**src/chip_bus_pkg.sv**
```systemverilog
`default_nettype none

package chip_bus_pkg;

	// Byte address of the 68000 bus, bit 0 is never used for word accesses
	typedef logic [23:0] cpu_addr_t;

	// One 16-bit word as it travels on the data bus
	typedef logic [15:0] cpu_data_t;

	// Upper address bits 23:8 of the custom chip window at $B800xx
	localparam logic [15:0] akiko_base = 16'hB800;

	// Upper address bits 23:16 of the IDE task file window at $DAxxxx
	localparam logic [7:0] ide_base = 8'hDA;

	// Upper address bits 23:12 of the Gayle interrupt window at $DE1xxx
	localparam logic [11:0] gayle_base = 12'hDE1;

	// Identification word returned at offset 0 of the custom chip
	localparam logic [15:0] chip_id = 16'hCAFE;

endpackage

`default_nettype wire

```
**src/id_regs.sv**
```systemverilog
`timescale 1ns/1ps
`default_nettype none

module id_regs
	import chip_bus_pkg::*;
(
	input  wire            clk_sys,
	input  wire            rst,
	input  wire            cs,
	input  wire            rd,
	input  wire            wr,
	input  wire            done,
	input  wire [4:0]      reg_addr,
	input  wire cpu_data_t din,
	output cpu_data_t      dout
);

	// Test-and-set flag, reads back at bit 15
	logic sem_flag;

	// Only completed accesses change state
	logic rd_done;
	logic wr_done;

	assign rd_done = cs & rd & done;
	assign wr_done = cs & wr & done;

	// First reader sees zero and owns the resource, later readers see it taken
	always_ff @(posedge clk_sys) begin
		if (rst) begin
			sem_flag <= 1'b0;
		end else if (wr_done && reg_addr == 5'd1) begin
			sem_flag <= 1'b0;
		end else if (rd_done && reg_addr == 5'd1) begin
			sem_flag <= 1'b1;
		end
	end

	always_comb begin
		dout = '0;
		if (cs && rd) begin
			case (reg_addr)
				5'd0: dout = chip_id;
				5'd1: dout = {sem_flag, 15'd0};
				default: dout = '0;
			endcase
		end
	end

endmodule

`default_nettype wire

```
**config.mk**
```make
export PLATFORM = sky130hd
export DESIGN_NAME = id_regs
export DESIGN_NICKNAME = d
export VERILOG_FILES = /design/src/chip_bus_pkg.sv /design/src/id_regs.sv
export SDC_FILE = /design/constraint.sdc
export NUM_CORES = 1
export LEC_CHECK = 0
export BUFFER_PORTS_ARGS = -buffer_cell sky130_fd_sc_hd__buf_2
export CAP_MARGIN = 25
export CELL_PAD_IN_SITES_DETAIL_PLACEMENT = 1
export CELL_PAD_IN_SITES_GLOBAL_PLACEMENT = 1
export CORE_UTILIZATION = 11
export CTS_BUF_LIST = sky130_fd_sc_hd__clkbuf_16
export CTS_CLUSTER_DIAMETER = 200
export DETAILED_ROUTE_END_ITERATION = 12
export GPL_ROUTABILITY_DRIVEN = 1
export PLACE_DENSITY = 0.75
export SYNTH_ARGS = -nofsm -noshare
export SYNTH_HDL_FRONTEND = slang
export SYNTH_SLANG_ARGS = --single-unit
```
**constraint.sdc**
```tcl
create_clock -name clk_sys -period 1.37 [get_ports clk_sys]
set_clock_uncertainty 0.1 [all_clocks]
set_input_delay 0.137 -clock clk_sys [delete_from_list [all_inputs] [get_ports clk_sys]]
set_output_delay 0.137 -clock clk_sys [all_outputs]
set_load 0.01 [all_outputs]
```
==> reports/summary.txt <==
status = complete, no violations
largest registers = sem_flag x1
CP arrival = 0.88 ns
fmax = 0.8941 GHz
DRT Pass-1 Iters = 5
synthesized area per cell = 7.411 um^2
# rows = 14
class of the worst hold path = in2reg
Comb pwr share = 51.7%
Initial Util = 12.22%
Final Hold Viols = 0
worst vdd ir = 100.9 uV
HPWL after detailed placement = 420.1 um
YS warnings = 0
Post-DRT Antenna Nets = 0
WL per Instance = 8.204 um
Final GP Congestion = 0.6853
Cell variety after synth = 12
Die W = 43.86 um
FF-to-FF End = sem_flag
crit-path max FO = 10
initial antenna violation count = 0
R2R Setup Slk = 0.57 ns
Critical Path End = dout[6]
fillcell total = 203
via count = 189
largest net degree at the start of global routing = 11
IO Count = 43
hold slack = 0.2154 ns
vias in the first global route = 158
RSZ-0062 raised after global routing = false
Die Y = 43.86 um
FF+latch count, synth = 1
Clock transition at path regs = 0 ns
Crit. End Element = output port
Pint = 0.04429 mW
cts hold-fix bufs = 0
ant diodes = 0
final net count = 67
DIE AREA = 1923 um^2
LEAKAGE = 0.1518 nW
first-pass GRT wire length = 662 um
IO Port Bufs = 21
post-CTS resize count = 0
DR vias/cell = 3.500
Core Box Area = 1577 um^2
Tcrit/Tclk final = 81.64%
Post-Syn Area = 192.7 um^2
Max Slew Vio Count = 0
final setup fails = 0
area delta synth->final = 22.08%
switching share of power = 28.56%
GR Overflow Total = 0
maxcap violations = 0
Net Switching = 0.01771 mW
Clk pwr share = 0%
Tmin final = 1.118 ns
Residual DRC = 0
Worst setup SP type = input pin
Power Density = 263.6 nW/um^2
Total GRT Usage = 4.326%
Worst-Skew Late Latency = 0 ns
CP required = 1.13 ns
Post-Route WL = 443 um
Most flops, register = sem_flag
Setup TNS = 0 ns
max FFs per register = 1
crit path from = reg_addr[4]
reg2reg start = sem_flag
Setup Buffers After CTS = 0
sequential-to-total area share from yosys stat = 10.39%
Reg2Reg Depth = 2
layout cells sized above 1 = 60.53%
1st-iter DRT viols = 5
crit path kind = in2out
post-synthesis instance total = 26
Reg power frac = 48.3%
-- cells in the final DEF, fill, tap and decap left out --
master / synthesis / final
a21oi_1: 1 / 1
buf_2: 0 / 21
nand4_1: 1 / 1
conb_1: 1 / 5
and4bb_1: 1 / 1
a41oi_1: 1 / 1
dfxtp_1: 1 / 1
buf_4: 14 / 1
a211oi_1: 1 / 1
and3_1: 1 / 1
nor2_1: 2 / 2
nor2_2: 1 / 1
inv_1: 1 / 1
-- worst min-delay path by stage --
stage / startpoint / end / slack (ns) / cells past startpoint
CTS: rst / sem_flag / 0.22 / 2
floorplan: rst / sem_flag / 0.11 / 1
global placement: rst / sem_flag / 0.20 / 2
finish: rst / sem_flag / 0.22 / 2
detailed placement: rst / sem_flag / 0.22 / 2
global route: rst / sem_flag / 0.23 / 2
-- per-stage QoR --
step	instance area [um^2]	instances	worst slack [ns]	power, mW	utilization, %
after floorplan	207.7	30	0.09638	0.05473	-
after global placement	235.2	54	0.2494	0.06068	14.92
after detailed placement	235.2	54	0.2351	0.06216	14.92
after CTS	235.2	54	0.2369	0.06216	14.92
after global routing	235.2	54	0.1553	0.06594	14.92
final	235.2	54	0.2515	0.06199	14.92
-- cells in the mapped netlist --
master / number / area, um^2
a41oi_1: 1 / 8.760
nand4_1: 1 / 6.260
conb_1: 1 / 3.750
a21oi_1: 1 / 5.000
buf_4: 14 / 105.1
and3_1: 1 / 6.260
nor2_2: 1 / 6.260
nor2_1: 2 / 7.510
and4bb_1: 1 / 12.51
inv_1: 1 / 3.750
a211oi_1: 1 / 7.510
dfxtp_1: 1 / 20.02
-- cell type report --
cell class / count / area (um^2) / share of cell area, %
repair buffers: 22 / 112.6 / 47.87
multi-input cells: 14 / 78.83 / 33.51
flip-flops and latches: 1 / 20.02 / 8.511
well taps: 16 / 20.02 / 8.511
inverters: 1 / 3.754 / 1.596
-- cells by family (layout without fill, tap and decap cells) --
group | Yosys count | in the layout | share of synthesized area, %
buffers and inverters | 15 | 23 | 56.49
DFF | 1 | 1 | 10.39
and+or+nand+nor | 6 | 6 | 20.14
AOI/OAI and AO/OA | 3 | 3 | 11.04
other | 1 | 5 | 1.946
-- critical path: stages --
cell and delay [ns]:
buf_2 0.10, nor2_2 0.13, nand4_1 0.13, nor2_1 0.11, buf_4 0.15, buf_2 0.13
-- power groups by stage --
stage / registers (mW) / logic (mW) / clock network (mW)
after floorplan: 0.0299 / 0.0248 / 0
after global placement: 0.0299 / 0.0308 / 0
after detailed placement: 0.0299 / 0.0322 / 0
after CTS: 0.0299 / 0.0322 / 0
after global routing: 0.0299 / 0.0360 / 0
final: 0.0299 / 0.0321 / 0
-- routing by layer --
metal	track usage, %	wire (um)
met4	0	0
met3	0	44
met5	0	0
met1	4.950	149
met2	9.254	249
Note: power is estimated with default switching activity, not from simulation.
