===== config.mk =====
export PLATFORM = sky130hd
export DESIGN_NAME = sector_fifo
export DESIGN_NICKNAME = d
export VERILOG_FILES = /design/src/chip_bus_pkg.sv /design/src/ide_pkg.sv /design/src/sector_fifo.sv
export SDC_FILE = /design/constraint.sdc
export NUM_CORES = 2
export LEC_CHECK = 0
export BUFFER_PORTS_ARGS = -buffer_cell sky130_fd_sc_hd__buf_2
export CAP_MARGIN = 20
export CORE_MARGIN = 2
export CORE_UTILIZATION = 55
export CTS_BUF_LIST = sky130_fd_sc_hd__clkbuf_16
export DETAILED_ROUTE_END_ITERATION = 8
export PLACE_DENSITY_LB_ADDON = 0.1
export SLEW_MARGIN = 10
export SYNTH_ARGS = -nofsm -noshare
export SYNTH_HDL_FRONTEND = slang
export SYNTH_SLANG_ARGS = --single-unit

===== constraint.sdc =====
create_clock -name clk_sys -period 3.6 [get_ports clk_sys]
set_input_delay 0 -clock clk_sys [delete_from_list [all_inputs] [get_ports clk_sys]]
set_output_delay 0 -clock clk_sys [all_outputs]
set_load 0.005 [all_outputs]

===== src/chip_bus_pkg.sv =====
`default_nettype none

package chip_bus_pkg;

	// Byte address of the 68000 bus, bit 0 is never used for word accesses
	typedef logic [23:0] cpu_addr_t;

	// One 16-bit word as it travels on the data bus
	typedef logic [15:0] cpu_data_t;

	// Upper address bits 23:8 of the custom chip window at $B800xx
	localparam logic [15:0] akiko_base = 16'hB800;

	// Upper address bits 23:16 of the IDE task file window at $DAxxxx
	localparam logic [7:0] ide_base = 8'hDA;

	// Upper address bits 23:12 of the Gayle interrupt window at $DE1xxx
	localparam logic [11:0] gayle_base = 12'hDE1;

	// Identification word returned at offset 0 of the custom chip
	localparam logic [15:0] chip_id = 16'hCAFE;

endpackage

`default_nettype wire


===== src/ide_pkg.sv =====
`default_nettype none

package ide_pkg;

	// Register index on the drive host port, 0 to 7 task file and 8 data
	typedef logic [3:0] ide_addr_t;

	// One byte of the ATA task file
	typedef logic [7:0] task_reg_t;

	// Request vector toward the drive host firmware
	typedef logic [2:0] ide_req_t;

	// Word count of a sector FIFO, one bit wider than the pointers
	typedef logic [8:0] fifo_level_t;

	// Positions inside ide_req_t
	localparam int req_cmd = 0;
	localparam int req_wsector = 1;
	localparam int req_rdata = 2;

	// One sector of 512 bytes held as 16-bit words
	localparam int sector_words = 256;
	localparam int fifo_ptr_w = $clog2(sector_words);

	// Task file indices as seen from the CPU through address bits 4:2
	localparam logic [2:0] reg_data = 3'd0;
	localparam logic [2:0] reg_cmd_status = 3'd7;

	// The host port reaches the sector data here
	localparam ide_addr_t host_data_idx = 4'd8;

	// Interrupt flag position in the Gayle status and enable bytes
	localparam int irq_bit = 7;

	// ATA READ SECTORS opcode
	localparam task_reg_t ata_read_cmd = 8'h20;

endpackage

`default_nettype wire


===== src/sector_fifo.sv =====
`timescale 1ns/1ps
`default_nettype none

module sector_fifo
	import chip_bus_pkg::*;
	import ide_pkg::*;
(
	input  wire            clk_sys,
	input  wire            rst,
	input  wire            push,
	input  wire cpu_data_t din,
	input  wire            pop,
	output cpu_data_t      dout,
	output logic           empty,
	output logic           full,
	output fifo_level_t    level
);

	cpu_data_t mem [sector_words];

	// Pointers wrap by themselves since the depth is a power of two
	logic [fifo_ptr_w-1:0] wr_ptr;
	logic [fifo_ptr_w-1:0] rd_ptr;
	logic push_ok;
	logic pop_ok;

	assign push_ok = push & ~full;
	assign pop_ok = pop & ~empty;

	always_ff @(posedge clk_sys) begin
		if (push_ok) begin
			mem[wr_ptr] <= din;
		end
	end

	always_ff @(posedge clk_sys) begin
		if (rst) begin
			wr_ptr <= '0;
			rd_ptr <= '0;
			level <= '0;
		end else begin
			if (push_ok) begin
				wr_ptr <= wr_ptr + 1'b1;
			end
			if (pop_ok) begin
				rd_ptr <= rd_ptr + 1'b1;
			end
			case ({push_ok, pop_ok})
				2'b10: level <= level + 1'b1;
				2'b01: level <= level - 1'b1;
				default: level <= level;
			endcase
		end
	end

	// Head word is visible without a pop, one cycle after it was pushed
	assign dout = mem[rd_ptr];
	assign empty = level == '0;
	assign full = level == fifo_level_t'(sector_words);

	// Both consumers gate their pops on empty, so this catches a broken handshake
	assert property (@(posedge clk_sys) disable iff (rst) !(pop && empty))
		else $error("sector_fifo: pop while empty");

endmodule

`default_nettype wire


==> reports/results.ini <==
[sta]
fin_ws_ps=-594
max-slew-margin-rel_pct=12.3
worst_clock_skew_ps=41.7
timing.fmax_mhz=238
timing.final.hold_violations=0
timing.final.setup_violations=16
period_needed_ps=4190
setup_repair_after_global_routing_missed_its_margin=true
maxSlewViolCount=0
worst_slew_pin_slew_ps=1320
period_share_pct=117

[placement]
dp.final_hpwl_um=259000
place.gp.congestion=0.877
buffer_ports.inserted=46
preCtsSetupSlack_ps=-864

[floorplan]
fp.coreArea_mm2=0.285
die-width_um=539
start_util_pct=55.3
io_pins=47
die-height_um=539
row_count=196
die-area_mm2=0.291

[final_layout]
final-seq-area_mm2=0.124
final_nets=8255
multi_input_comb_area_mm2=0.0343
drive_above_1_share_pct=31.5
n_fill_cell=18700
finalCoreUtilization_pct=65.3
areaGrowthSynthToFinish_pct=18.1

[synthesis]
compound_gate_fraction_of_synth_area_pct=3.55
synthAdderAreaFrac_pct=0.0715
synthSimpleGateAreaFrac_pct=1.81
synth_seq_area_share_pct=78.5
synth.distinct_cells=60
fraction_of_synthesis_flops_using_an_asynchronous_set_or_reset_pin_pct=0
synthMuxAreaShare_pct=14.4
post_synth_instance_area_mm2=0.158
yosys_synthesis_warning_count=0
syn-instance-count=7285
synth_area_per_cell_um2=21.6
synth-edff-count=4096
synth_largest_type_area_fraction_pct=78.1
yosys.area_share.xor_xnor_pct=0.117
synth_top_area_cell=edfxtp_1
post_synth_main_area_contributors=edfxtp_1, mux4_2, mux2i_1
postSynthRegisterBits=4129
synth_top_family_by_area=multiplexers
mapped_nets=7314
synth_top_flop_cell=edfxtp_1

[drt]
route.detailed.wl_per_inst_um=35.1
detail_route.iter0.violations=12200
vias_per_cell=6.60
wl_final_um=432000
drt-pass1-iter-count=6
drt_drc_violations_left=0
drtAntennaViolNets=0
num_vias=81300

[power_and_ir_drop]
power.static_leakage_uw=0.0585
power_density_mw_per_mm2=624
total_power_uw=116000
vdd_drop_max_mv=0.566

[setup_path]
timing_worst_setup_path_type=flop to output pin
path_max_fanout=67
setup.reg_to_reg.worst_slack_ps=140
cp-start-kind=flop
worst_ep_arrival_time_ps=4190
worst_setup_path_end_kind=output pin
cp_data_required_time_ps=3600

[global_routing]
grt_start_max_net_pins=145
antenna_violations_before_repair=14
grt_pass1_wl_um=605000
overall_global_routing_usage_pct=29.4
globalRouteOverflowTotal=0
via_count_of_the_first_global_routing_pass=79000

[clock_tree]
tritoncts_clock_tree=done
clock_sink_count=4129
clkLatencyLatePin_ps=950
clk_pin_slew_ps=60
tritoncts.num_buffers=411
clk_path_buf_depth=4
htree_num_levels=5
clock_tree.root_cell=clkbuf_16

[run]
max_cap_viol_count=0

[worst_hold_path]
worstHoldPathType=input pin to flop

[outcome]
failed_checks=negative setup slack
status=complete, but fails checks

-- report_power, final --
part	switching [uW]	leakage [uW]	internal, uW
sequential	85.9	0.0371	53000
clock	17900	0.00669	23300
combinational	11300	0.0148	10600
-- flip-flops by register name, indices dropped and copies added, names as in the netlist, named ones only --
register	count
mem	4096
wr_ptr	8
level	9
rd_ptr	8
-- final timing paths --
kind,endpoint,from,cells after the start
worst min register to register,flop,rd_ptr[7],2
worst max-delay path,dout[3],flop,10
worst max register to register,level[7],level[6],11
worst min-delay path,mem[139][9],din[9],2
-- critical path, stage by stage (launching register included) --
cell,delay [ps]
dfxtp_4,370
buf_12,180
buf_12,420
mux2i_1,270
o22ai_4,260
nor3_4,70
a21oi_4,270
nand4_1,490
buf_12,320
nor3_4,290
buf_2,180
-- routing by layer --
metal  vias to the layer above  GRT usage [%]  part of all wire (%)
li1                      32800              -                     -
met1                     43500           45.0                    41
met2                      4424           43.4                    46
met3                       569           6.31                    11
met4                         2           7.54                   2.4
met5                         -              0                0.0028
-- through the flow --
step / setup TNS [ps] / hold WS (ps) / std cells / instance area [um2]
finish: -7800 / 113 / 12300 / 186000
global route: -8320 / 128 / 12300 / 186000
CTS: -8970 / 72.6 / 12200 / 184000
detailed placement: -4990 / 478 / 11400 / 167000
global placement: -6850 / 461 / 11400 / 167000
floorplan: 0 / 98.9 / 7285 / 158000
-- final cells by class --
cell class,count,share of cell area [%]
inverter,7,0.0141
multi-input combinational,2703,18.4
timing repair buffer,974,5.64
clock buffer,418,5.62
clock inverter,322,1.30
sequential,4129,66.5
antenna,7,0.00941
tap,3762,2.53
-- layout by cell type, fill, tap and decap left out, types with 28 or more instances in the layout --
master        n
a21oi_2      31
buf_16       45
inv_1       104
mux4_2      797
o22ai_1     214
buf_2        29
a221oi_2     31
nor4_2       34
dfxtp_1      28
buf_12      104
clkinv_1    100
nor2_1      274
bufinv_16    33
clkinv_2     64
buf_6        52
a21oi_1      61
nor3_1       52
o22ai_2      49
buf_8        39
a22o_1      104
clkbuf_16   426
a22oi_2      41
buf_4       661
a22oi_1     118
edfxtp_1   4096
mux2i_1     475
-- cells in the mapped netlist, types with 74 or more instances --
| cell | number |
|---|---|
| nor3_1 | 92 |
| buf_2 | 93 |
| buf_4 | 74 |
| nor4_1 | 80 |
| edfxtp_1 | 4096 |
| clkbuf_1 | 207 |
| a21oi_1 | 112 |
| a22oi_1 | 159 |
| mux2i_1 | 475 |
| o22ai_1 | 287 |
| a22o_1 | 122 |
| nor2_1 | 300 |
| mux4_2 | 797 |
-- cell families (layout without fill, tap and decap cells) --
logic type,Yosys count,count (layout)
flops,4129,4129
mux,1274,1274
compound gates,799,799
simple gates,600,600
buf+inv,453,1721
xor+xnor,21,21
fa+ha+maj,9,9
other cells,0,7
-- what timing repair did --
action | in CTS | in global routing
gates resized for setup | 423 | 199
setup endpoints to repair | 16 | 17
pin swaps | 93 | 80
setup buffers | 72 | 87
endpoints found under the hold margin | 3180 | 0
cloned | 27 | 8
hold buffers | 20 | 0
No activity file was read; power rests on OpenSTA's default activity.
