## src/chip_bus_pkg.sv

```systemverilog
`default_nettype none

package chip_bus_pkg;

	// Byte address of the 68000 bus, bit 0 is never used for word accesses
	typedef logic [23:0] cpu_addr_t;

	// One 16-bit word as it travels on the data bus
	typedef logic [15:0] cpu_data_t;

	// Upper address bits 23:8 of the custom chip window at $B800xx
	localparam logic [15:0] akiko_base = 16'hB800;

	// Upper address bits 23:16 of the IDE task file window at $DAxxxx
	localparam logic [7:0] ide_base = 8'hDA;

	// Upper address bits 23:12 of the Gayle interrupt window at $DE1xxx
	localparam logic [11:0] gayle_base = 12'hDE1;

	// Identification word returned at offset 0 of the custom chip
	localparam logic [15:0] chip_id = 16'hCAFE;

endpackage

`default_nettype wire

```

## src/ide_pkg.sv

```systemverilog
`default_nettype none

package ide_pkg;

	// Register index on the drive host port, 0 to 7 task file and 8 data
	typedef logic [3:0] ide_addr_t;

	// One byte of the ATA task file
	typedef logic [7:0] task_reg_t;

	// Request vector toward the drive host firmware
	typedef logic [2:0] ide_req_t;

	// Word count of a sector FIFO, one bit wider than the pointers
	typedef logic [8:0] fifo_level_t;

	// Positions inside ide_req_t
	localparam int req_cmd = 0;
	localparam int req_wsector = 1;
	localparam int req_rdata = 2;

	// One sector of 512 bytes held as 16-bit words
	localparam int sector_words = 256;
	localparam int fifo_ptr_w = $clog2(sector_words);

	// Task file indices as seen from the CPU through address bits 4:2
	localparam logic [2:0] reg_data = 3'd0;
	localparam logic [2:0] reg_cmd_status = 3'd7;

	// The host port reaches the sector data here
	localparam ide_addr_t host_data_idx = 4'd8;

	// Interrupt flag position in the Gayle status and enable bytes
	localparam int irq_bit = 7;

	// ATA READ SECTORS opcode
	localparam task_reg_t ata_read_cmd = 8'h20;

endpackage

`default_nettype wire

```

## src/gayle_ide.sv

```systemverilog
`timescale 1ns/1ps
`default_nettype none

module gayle_ide
	import chip_bus_pkg::*;
	import ide_pkg::*;
(
	input  wire              clk_sys,
	input  wire              rst,
	input  wire              ide_sel,
	input  wire              gayle_sel,
	input  wire              bus_rd,
	input  wire              bus_wr,
	input  wire              bus_done,
	input  wire [2:0]        reg_sel,
	input  wire              gayle_off,
	input  wire cpu_data_t   din,
	input  wire              uds,
	input  wire              wf_full,
	input  wire              wf_empty,
	input  wire fifo_level_t wf_level,
	input  wire cpu_data_t   wf_dout,
	input  wire              rf_empty,
	input  wire              rf_full,
	input  wire cpu_data_t   rf_dout,
	input  wire ide_addr_t   ide_address,
	input  wire              ide_write,
	input  wire              ide_read,
	input  wire cpu_data_t   ide_writedata,
	output cpu_data_t        dout,
	output logic             ide_nrdy,
	output logic             wf_push,
	output cpu_data_t        wf_din,
	output logic             wf_pop,
	output logic             rf_pop,
	output logic             rf_push,
	output cpu_data_t        rf_din,
	output logic             ide_irq,
	output ide_req_t         ide_req,
	output cpu_data_t        ide_readdata,
	output logic             ide_led
);

	// Task file bytes 1 to 6, shared by CPU and host
	task_reg_t task_file [1:6];
	task_reg_t cmd_reg;
	task_reg_t status_reg;
	task_reg_t gayle_byte;
	logic cmd_pending;
	logic irq_flag;
	logic irq_en;

	// Decoded access kinds
	logic cpu_wr;
	logic cpu_rd;
	logic data_sel;
	logic host_data;
	logic host_cmd;
	logic host_task;

	assign cpu_wr = bus_done & bus_wr;
	assign cpu_rd = bus_done & bus_rd;
	assign data_sel = ide_sel & (reg_sel == reg_data);
	assign host_data = ide_address == host_data_idx;
	assign host_cmd = ide_address == {1'b0, reg_cmd_status};
	assign host_task = (ide_address != '0) && (ide_address < {1'b0, reg_cmd_status});

	// Hold the CPU while the data port has nothing to give or no room to take
	assign ide_nrdy = data_sel & ((bus_rd & rf_empty) | (bus_wr & wf_full));

	// CPU side of the sector FIFOs, moving only on the completing edge
	assign wf_push = data_sel & cpu_wr;
	assign wf_din = din;
	assign rf_pop = data_sel & cpu_rd;

	// Host side, guarded so a stray strobe cannot corrupt the pointers
	assign wf_pop = ide_read & host_data & ~wf_empty;
	assign rf_push = ide_write & host_data & ~rf_full;
	assign rf_din = ide_writedata;

	always_ff @(posedge clk_sys) begin
		if (rst) begin
			for (int i = 1; i <= 6; i++) begin
				task_file[i] <= '0;
			end
			cmd_reg <= '0;
			status_reg <= '0;
			cmd_pending <= 1'b0;
			irq_flag <= 1'b0;
			irq_en <= 1'b0;
		end else begin
			// Gayle writes on the upper byte lane
			if (gayle_sel && cpu_wr && uds) begin
				if (gayle_off) begin
					irq_en <= din[8 + irq_bit];
				end else begin
					irq_flag <= 1'b0;
				end
			end
			// The host finishes a command by posting status
			if (ide_write && host_cmd) begin
				status_reg <= ide_writedata[7:0];
				cmd_pending <= 1'b0;
				if (irq_en) begin
					irq_flag <= 1'b1;
				end
			end else if (ide_write && host_task) begin
				task_file[ide_address[2:0]] <= ide_writedata[7:0];
			end
			// CPU writes come last so a new command is never lost
			if (ide_sel && cpu_wr && uds) begin
				if (reg_sel == reg_cmd_status) begin
					cmd_reg <= din[15:8];
					cmd_pending <= 1'b1;
				end else if (reg_sel != reg_data) begin
					task_file[reg_sel] <= din[15:8];
				end
			end
		end
	end

	// Offset 8 shows the enable, offset 0 the pending interrupt
	always_comb begin
		gayle_byte = '0;
		gayle_byte[irq_bit] = gayle_off ? irq_en : irq_flag;
	end

	always_comb begin
		dout = '0;
		if (ide_sel && bus_rd) begin
			case (reg_sel)
				reg_data: dout = rf_dout;
				reg_cmd_status: dout = {status_reg, 8'h00};
				default: dout = {task_file[reg_sel], 8'h00};
			endcase
		end else if (gayle_sel && bus_rd) begin
			dout = {gayle_byte, 8'h00};
		end
	end

	// Show-ahead FIFO output lets the host read data without a wait state
	always_comb begin
		ide_readdata = '0;
		if (host_data) begin
			ide_readdata = wf_dout;
		end else if (host_cmd) begin
			ide_readdata = {8'h00, cmd_reg};
		end else if (host_task) begin
			ide_readdata = {8'h00, task_file[ide_address[2:0]]};
		end
	end

	// Requests tell the firmware what the CPU is waiting for
	always_comb begin
		ide_req = '0;
		ide_req[req_cmd] = cmd_pending;
		ide_req[req_wsector] = wf_level == fifo_level_t'(sector_words);
		ide_req[req_rdata] = cmd_pending & (cmd_reg == ata_read_cmd) & rf_empty;
	end

	assign ide_irq = irq_flag;
	assign ide_led = cmd_pending;

	// The decoder must hold ready back while the write FIFO is full
	assert property (@(posedge clk_sys) disable iff (rst) !(wf_push && wf_full))
		else $error("gayle_ide: push into full write FIFO");

endmodule

`default_nettype wire

```

## config.mk

```make
export PLATFORM = sky130hd
export DESIGN_NAME = gayle_ide
export DESIGN_NICKNAME = d
export VERILOG_FILES = /design/src/chip_bus_pkg.sv /design/src/ide_pkg.sv /design/src/gayle_ide.sv
export SDC_FILE = /design/constraint.sdc
export NUM_CORES = 1
export LEC_CHECK = 0
export BUFFER_PORTS_ARGS = -buffer_cell sky130_fd_sc_hd__buf_2
export CORE_MARGIN = 3
export CORE_UTILIZATION = 55
export DETAILED_ROUTE_END_ITERATION = 8
export PLACE_DENSITY_LB_ADDON = 0.08
export SETUP_SLACK_MARGIN = 0.2
export SYNTH_ARGS = -nofsm -noshare
export SYNTH_HDL_FRONTEND = slang
export SYNTH_SLANG_ARGS = --single-unit
```

## constraint.sdc

```tcl
create_clock -name clk_sys -period 2.9 [get_ports clk_sys]
set_input_delay 0.145 -clock clk_sys [delete_from_list [all_inputs] [get_ports clk_sys]]
set_output_delay 0.145 -clock clk_sys [all_outputs]
set_load 0.01 [all_outputs]
```

==> results.sh <==
export IMPL_synth_top_family_by_area="simple AND/OR/NAND/NOR gates"
export IMPL_initial_core_util=0.578
export IMPL_finalClockSkew_ps=0.126
export IMPL_tritoncts="yes"
export IMPL_pin_count=169
export IMPL_dieArea_um2=9980
export IMPL_min_path_type="in -> reg"
export IMPL_drt_wirelength_per_cell_um=20.9
export IMPL_clk_path_buf_depth=2
export IMPL_design_area_um2=5480
export IMPL_postSynthAreaPerCell_um2=8.59
export IMPL_end_kind="primary output"
export IMPL_power_total_uw=2350
export IMPL_area_growth_syn_to_layout_pct=13.1
export IMPL_synth_area_mux_share=0.0707
export IMPL_ctsResizeCount=0
export IMPL_grt_usage=0.316
export IMPL_slew_violations=0
export IMPL_required_ps=2760
export IMPL_setup_tns_ps=0
export IMPL_finalSetupViolCount=0
export IMPL_synthesis_area_um2=4850
export IMPL_arrival_ps=1940
export IMPL_largest_register_ffs=48
export IMPL_grt_pass1_vias=4327
export IMPL_synth_seq_area_share=0.376
export IMPL_place_area_um2=5270
export IMPL_critPathMostFrequentCell="buf_2"
export IMPL_fin_crit_ps=2090
export IMPL_n_antenna_cell=0
export IMPL_maxCapViolCount=0
export IMPL_synthFlopType="edfxtp_1"
export IMPL_synth_adder_area_share=0
export IMPL_worst_pin_slew_ps=618
export IMPL_drt_initial_drc_count=539
export IMPL_p_leak_uw=0.00224
export IMPL_ir_drop_uv=324
export IMPL_dp_cells=738
export IMPL_grt_pass1_wl_um=23600
export IMPL_path_clk_slew_ps=70
export IMPL_vias=4666
export IMPL_syn_num_nets=659
export IMPL_clock_latency_ps=350
export IMPL_drt_wl_total_um=15800
export IMPL_synth_compound_area_frac=0.174
export IMPL_io_buffers=136
export IMPL_cts_made_buffers=9
export IMPL_core_um2=8380
export IMPL_drive_above_1_share=0.282
export IMPL_cts_htree_levels=3
export IMPL_status="finished, final reports clean"
export IMPL_post_dp_hpwl_um=11900
export IMPL_yosys_warnings=0
export IMPL_synth_cell_type_count=52
export IMPL_finalNonFillerCells=754
export IMPL_synthSimpleGateAreaFrac=0.276
export IMPL_startpoint_type="primary input"
export IMPL_ant_nets=0
export IMPL_critPathMaxFanout=34
export IMPL_drc=0
export IMPL_cp_slowest_cell="nor3_2"
export IMPL_fp_dieH_um=99.9
export IMPL_synth_xor_area_share=0
export IMPL_cp_cell_sequence="buf_2, nor3_2, nor2_1, and4_1, nor3_1, buf_2"
export IMPL_numClockSinks=67
export IMPL_cts_setup_buffers=0
export IMPL_synth_cells=564
export IMPL_synth_area_leaders="edfxtp_1, nand2_1, dfxtp_1, mux2i_1, buf_4"
export IMPL_period_share=0.719
export IMPL_yosys_area_top_type_share=0.297
export IMPL_routabilityCongestion=0.959
export IMPL_cts_root_buffer="clkbuf_8"
export IMPL_relSlewSlack=0.588
export IMPL_grt_antenna_before_repair=0
export IMPL_setup_ws_ps=814
export IMPL_pre_cts_ws_ps=850
export IMPL_synth_most_common_cell="nand2_1"
export IMPL_async_flop_share=0
export IMPL_rows=33
export IMPL_synth_top_area_cell="edfxtp_1"
export IMPL_fmaxAchievable_mhz=479
export IMPL_max_stage_delay_ps=540
export IMPL_synth_common_cells="nand2_1, o21ai_1, edfxtp_1, buf_4, mux2i_1"
export IMPL_p_per_area_nw_per_um2=429
export IMPL_hold_buffers=0
export IMPL_synth_seq_cells=67
export IMPL_rsz0062_at_grt="false"
export IMPL_synth_edf_count=48
export IMPL_gr_total_overflow=0
export IMPL_grt_max_degree=35
export IMPL_crit_type="in -> out"
export IMPL_dieWidth_um=99.9
export IMPL_via_per_inst=6.19
export IMPL_firstDrtPassIters=6
export IMPL_hold_viol_final=0
export IMPL_finalNetCount=739
[routing by layer]
layer  vias up  GRT usage  routed length (um)
li1       2164          -                   -
met1      2115      0.417                5980
met2       320      0.502                7150
met3        67     0.0695                2000
met4         0      0.138                 652
met5         -          0                   0
[where the power goes]
part | total [uW] | switching, uW | internal [uW]
registers | 1110 | 42.7 | 1070
clock network | 830 | 349 | 482
logic | 410 | 257 | 152
[per-stage QoR]
step / utilization / hold slack (ps)
2_1_floorplan: - / 292
3_3_place_gp: 0.629 / 290
3_5_place_dp: 0.629 / 290
4_1_cts: 0.654 / 153
5_1_grt: 0.654 / 160
6_report: 0.654 / 171
[placed cells by master (no fill, tap or decap), types with 3 or more instances in the layout]
| cell type | count |
|---|---|
| buf_2 | 136 |
| nand2_1 | 118 |
| o21ai_1 | 49 |
| edfxtp_1 | 48 |
| mux2i_1 | 32 |
| a21oi_1 | 26 |
| nor2_1 | 26 |
| and3_1 | 23 |
| dfxtp_1 | 19 |
| a22o_1 | 13 |
| nand2b_1 | 12 |
| buf_4 | 12 |
| o221ai_1 | 11 |
| nor3b_1 | 10 |
| clkbuf_8 | 9 |
| nor3_1 | 8 |
| or3_1 | 8 |
| nor4_4 | 7 |
| o21ai_0 | 6 |
| a31oi_1 | 6 |
| a22oi_1 | 5 |
| inv_1 | 4 |
| nand3_1 | 4 |
| nor3_4 | 3 |
| nand3b_1 | 3 |
| a32oi_1 | 3 |
| nor2b_1 | 3 |
| a21boi_0 | 3 |
| a211oi_1 | 3 |
| nor4_1 | 3 |
[cell type report]
cell class                      count  area [um^2]
Clock buffer                       11          131
Tap cell                          105          131
Inverter                            6         22.5
Clock inverter                      5         77.6
Sequential cell                    67         1820
Multi-Input combinational cell    412         2530
Fill cell                         734         2900
Timing Repair Buffer              148          771
[worst max-delay path: cells and delay by family]
family                 cells  cell delay [ps]
AND/OR/NAND/NOR            4             1310
buffers and inverters      2              470
[cell families (layout without fill, tap and decap cells)]
family,after synthesis,count (layout)
and+or+nand+nor,243,243
AOI/OAI and AO/OA,135,135
buffers and inverters,85,170
DFF,67,67
muxes,34,34
[final timing paths]
kind / from / endpoint / slack (ps) / depth (start not counted)
setup / recovery: reg_sel[2] / dout[8] / 810 / 6
hold / removal: gayle_off / ide_irq / 170 / 3
setup reg to reg: ide_irq / ide_irq / 2260 / 2
hold reg to reg: status_reg[7] / status_reg[7] / 470 / 2
No activity file was read; power rests on OpenSTA's default activity.
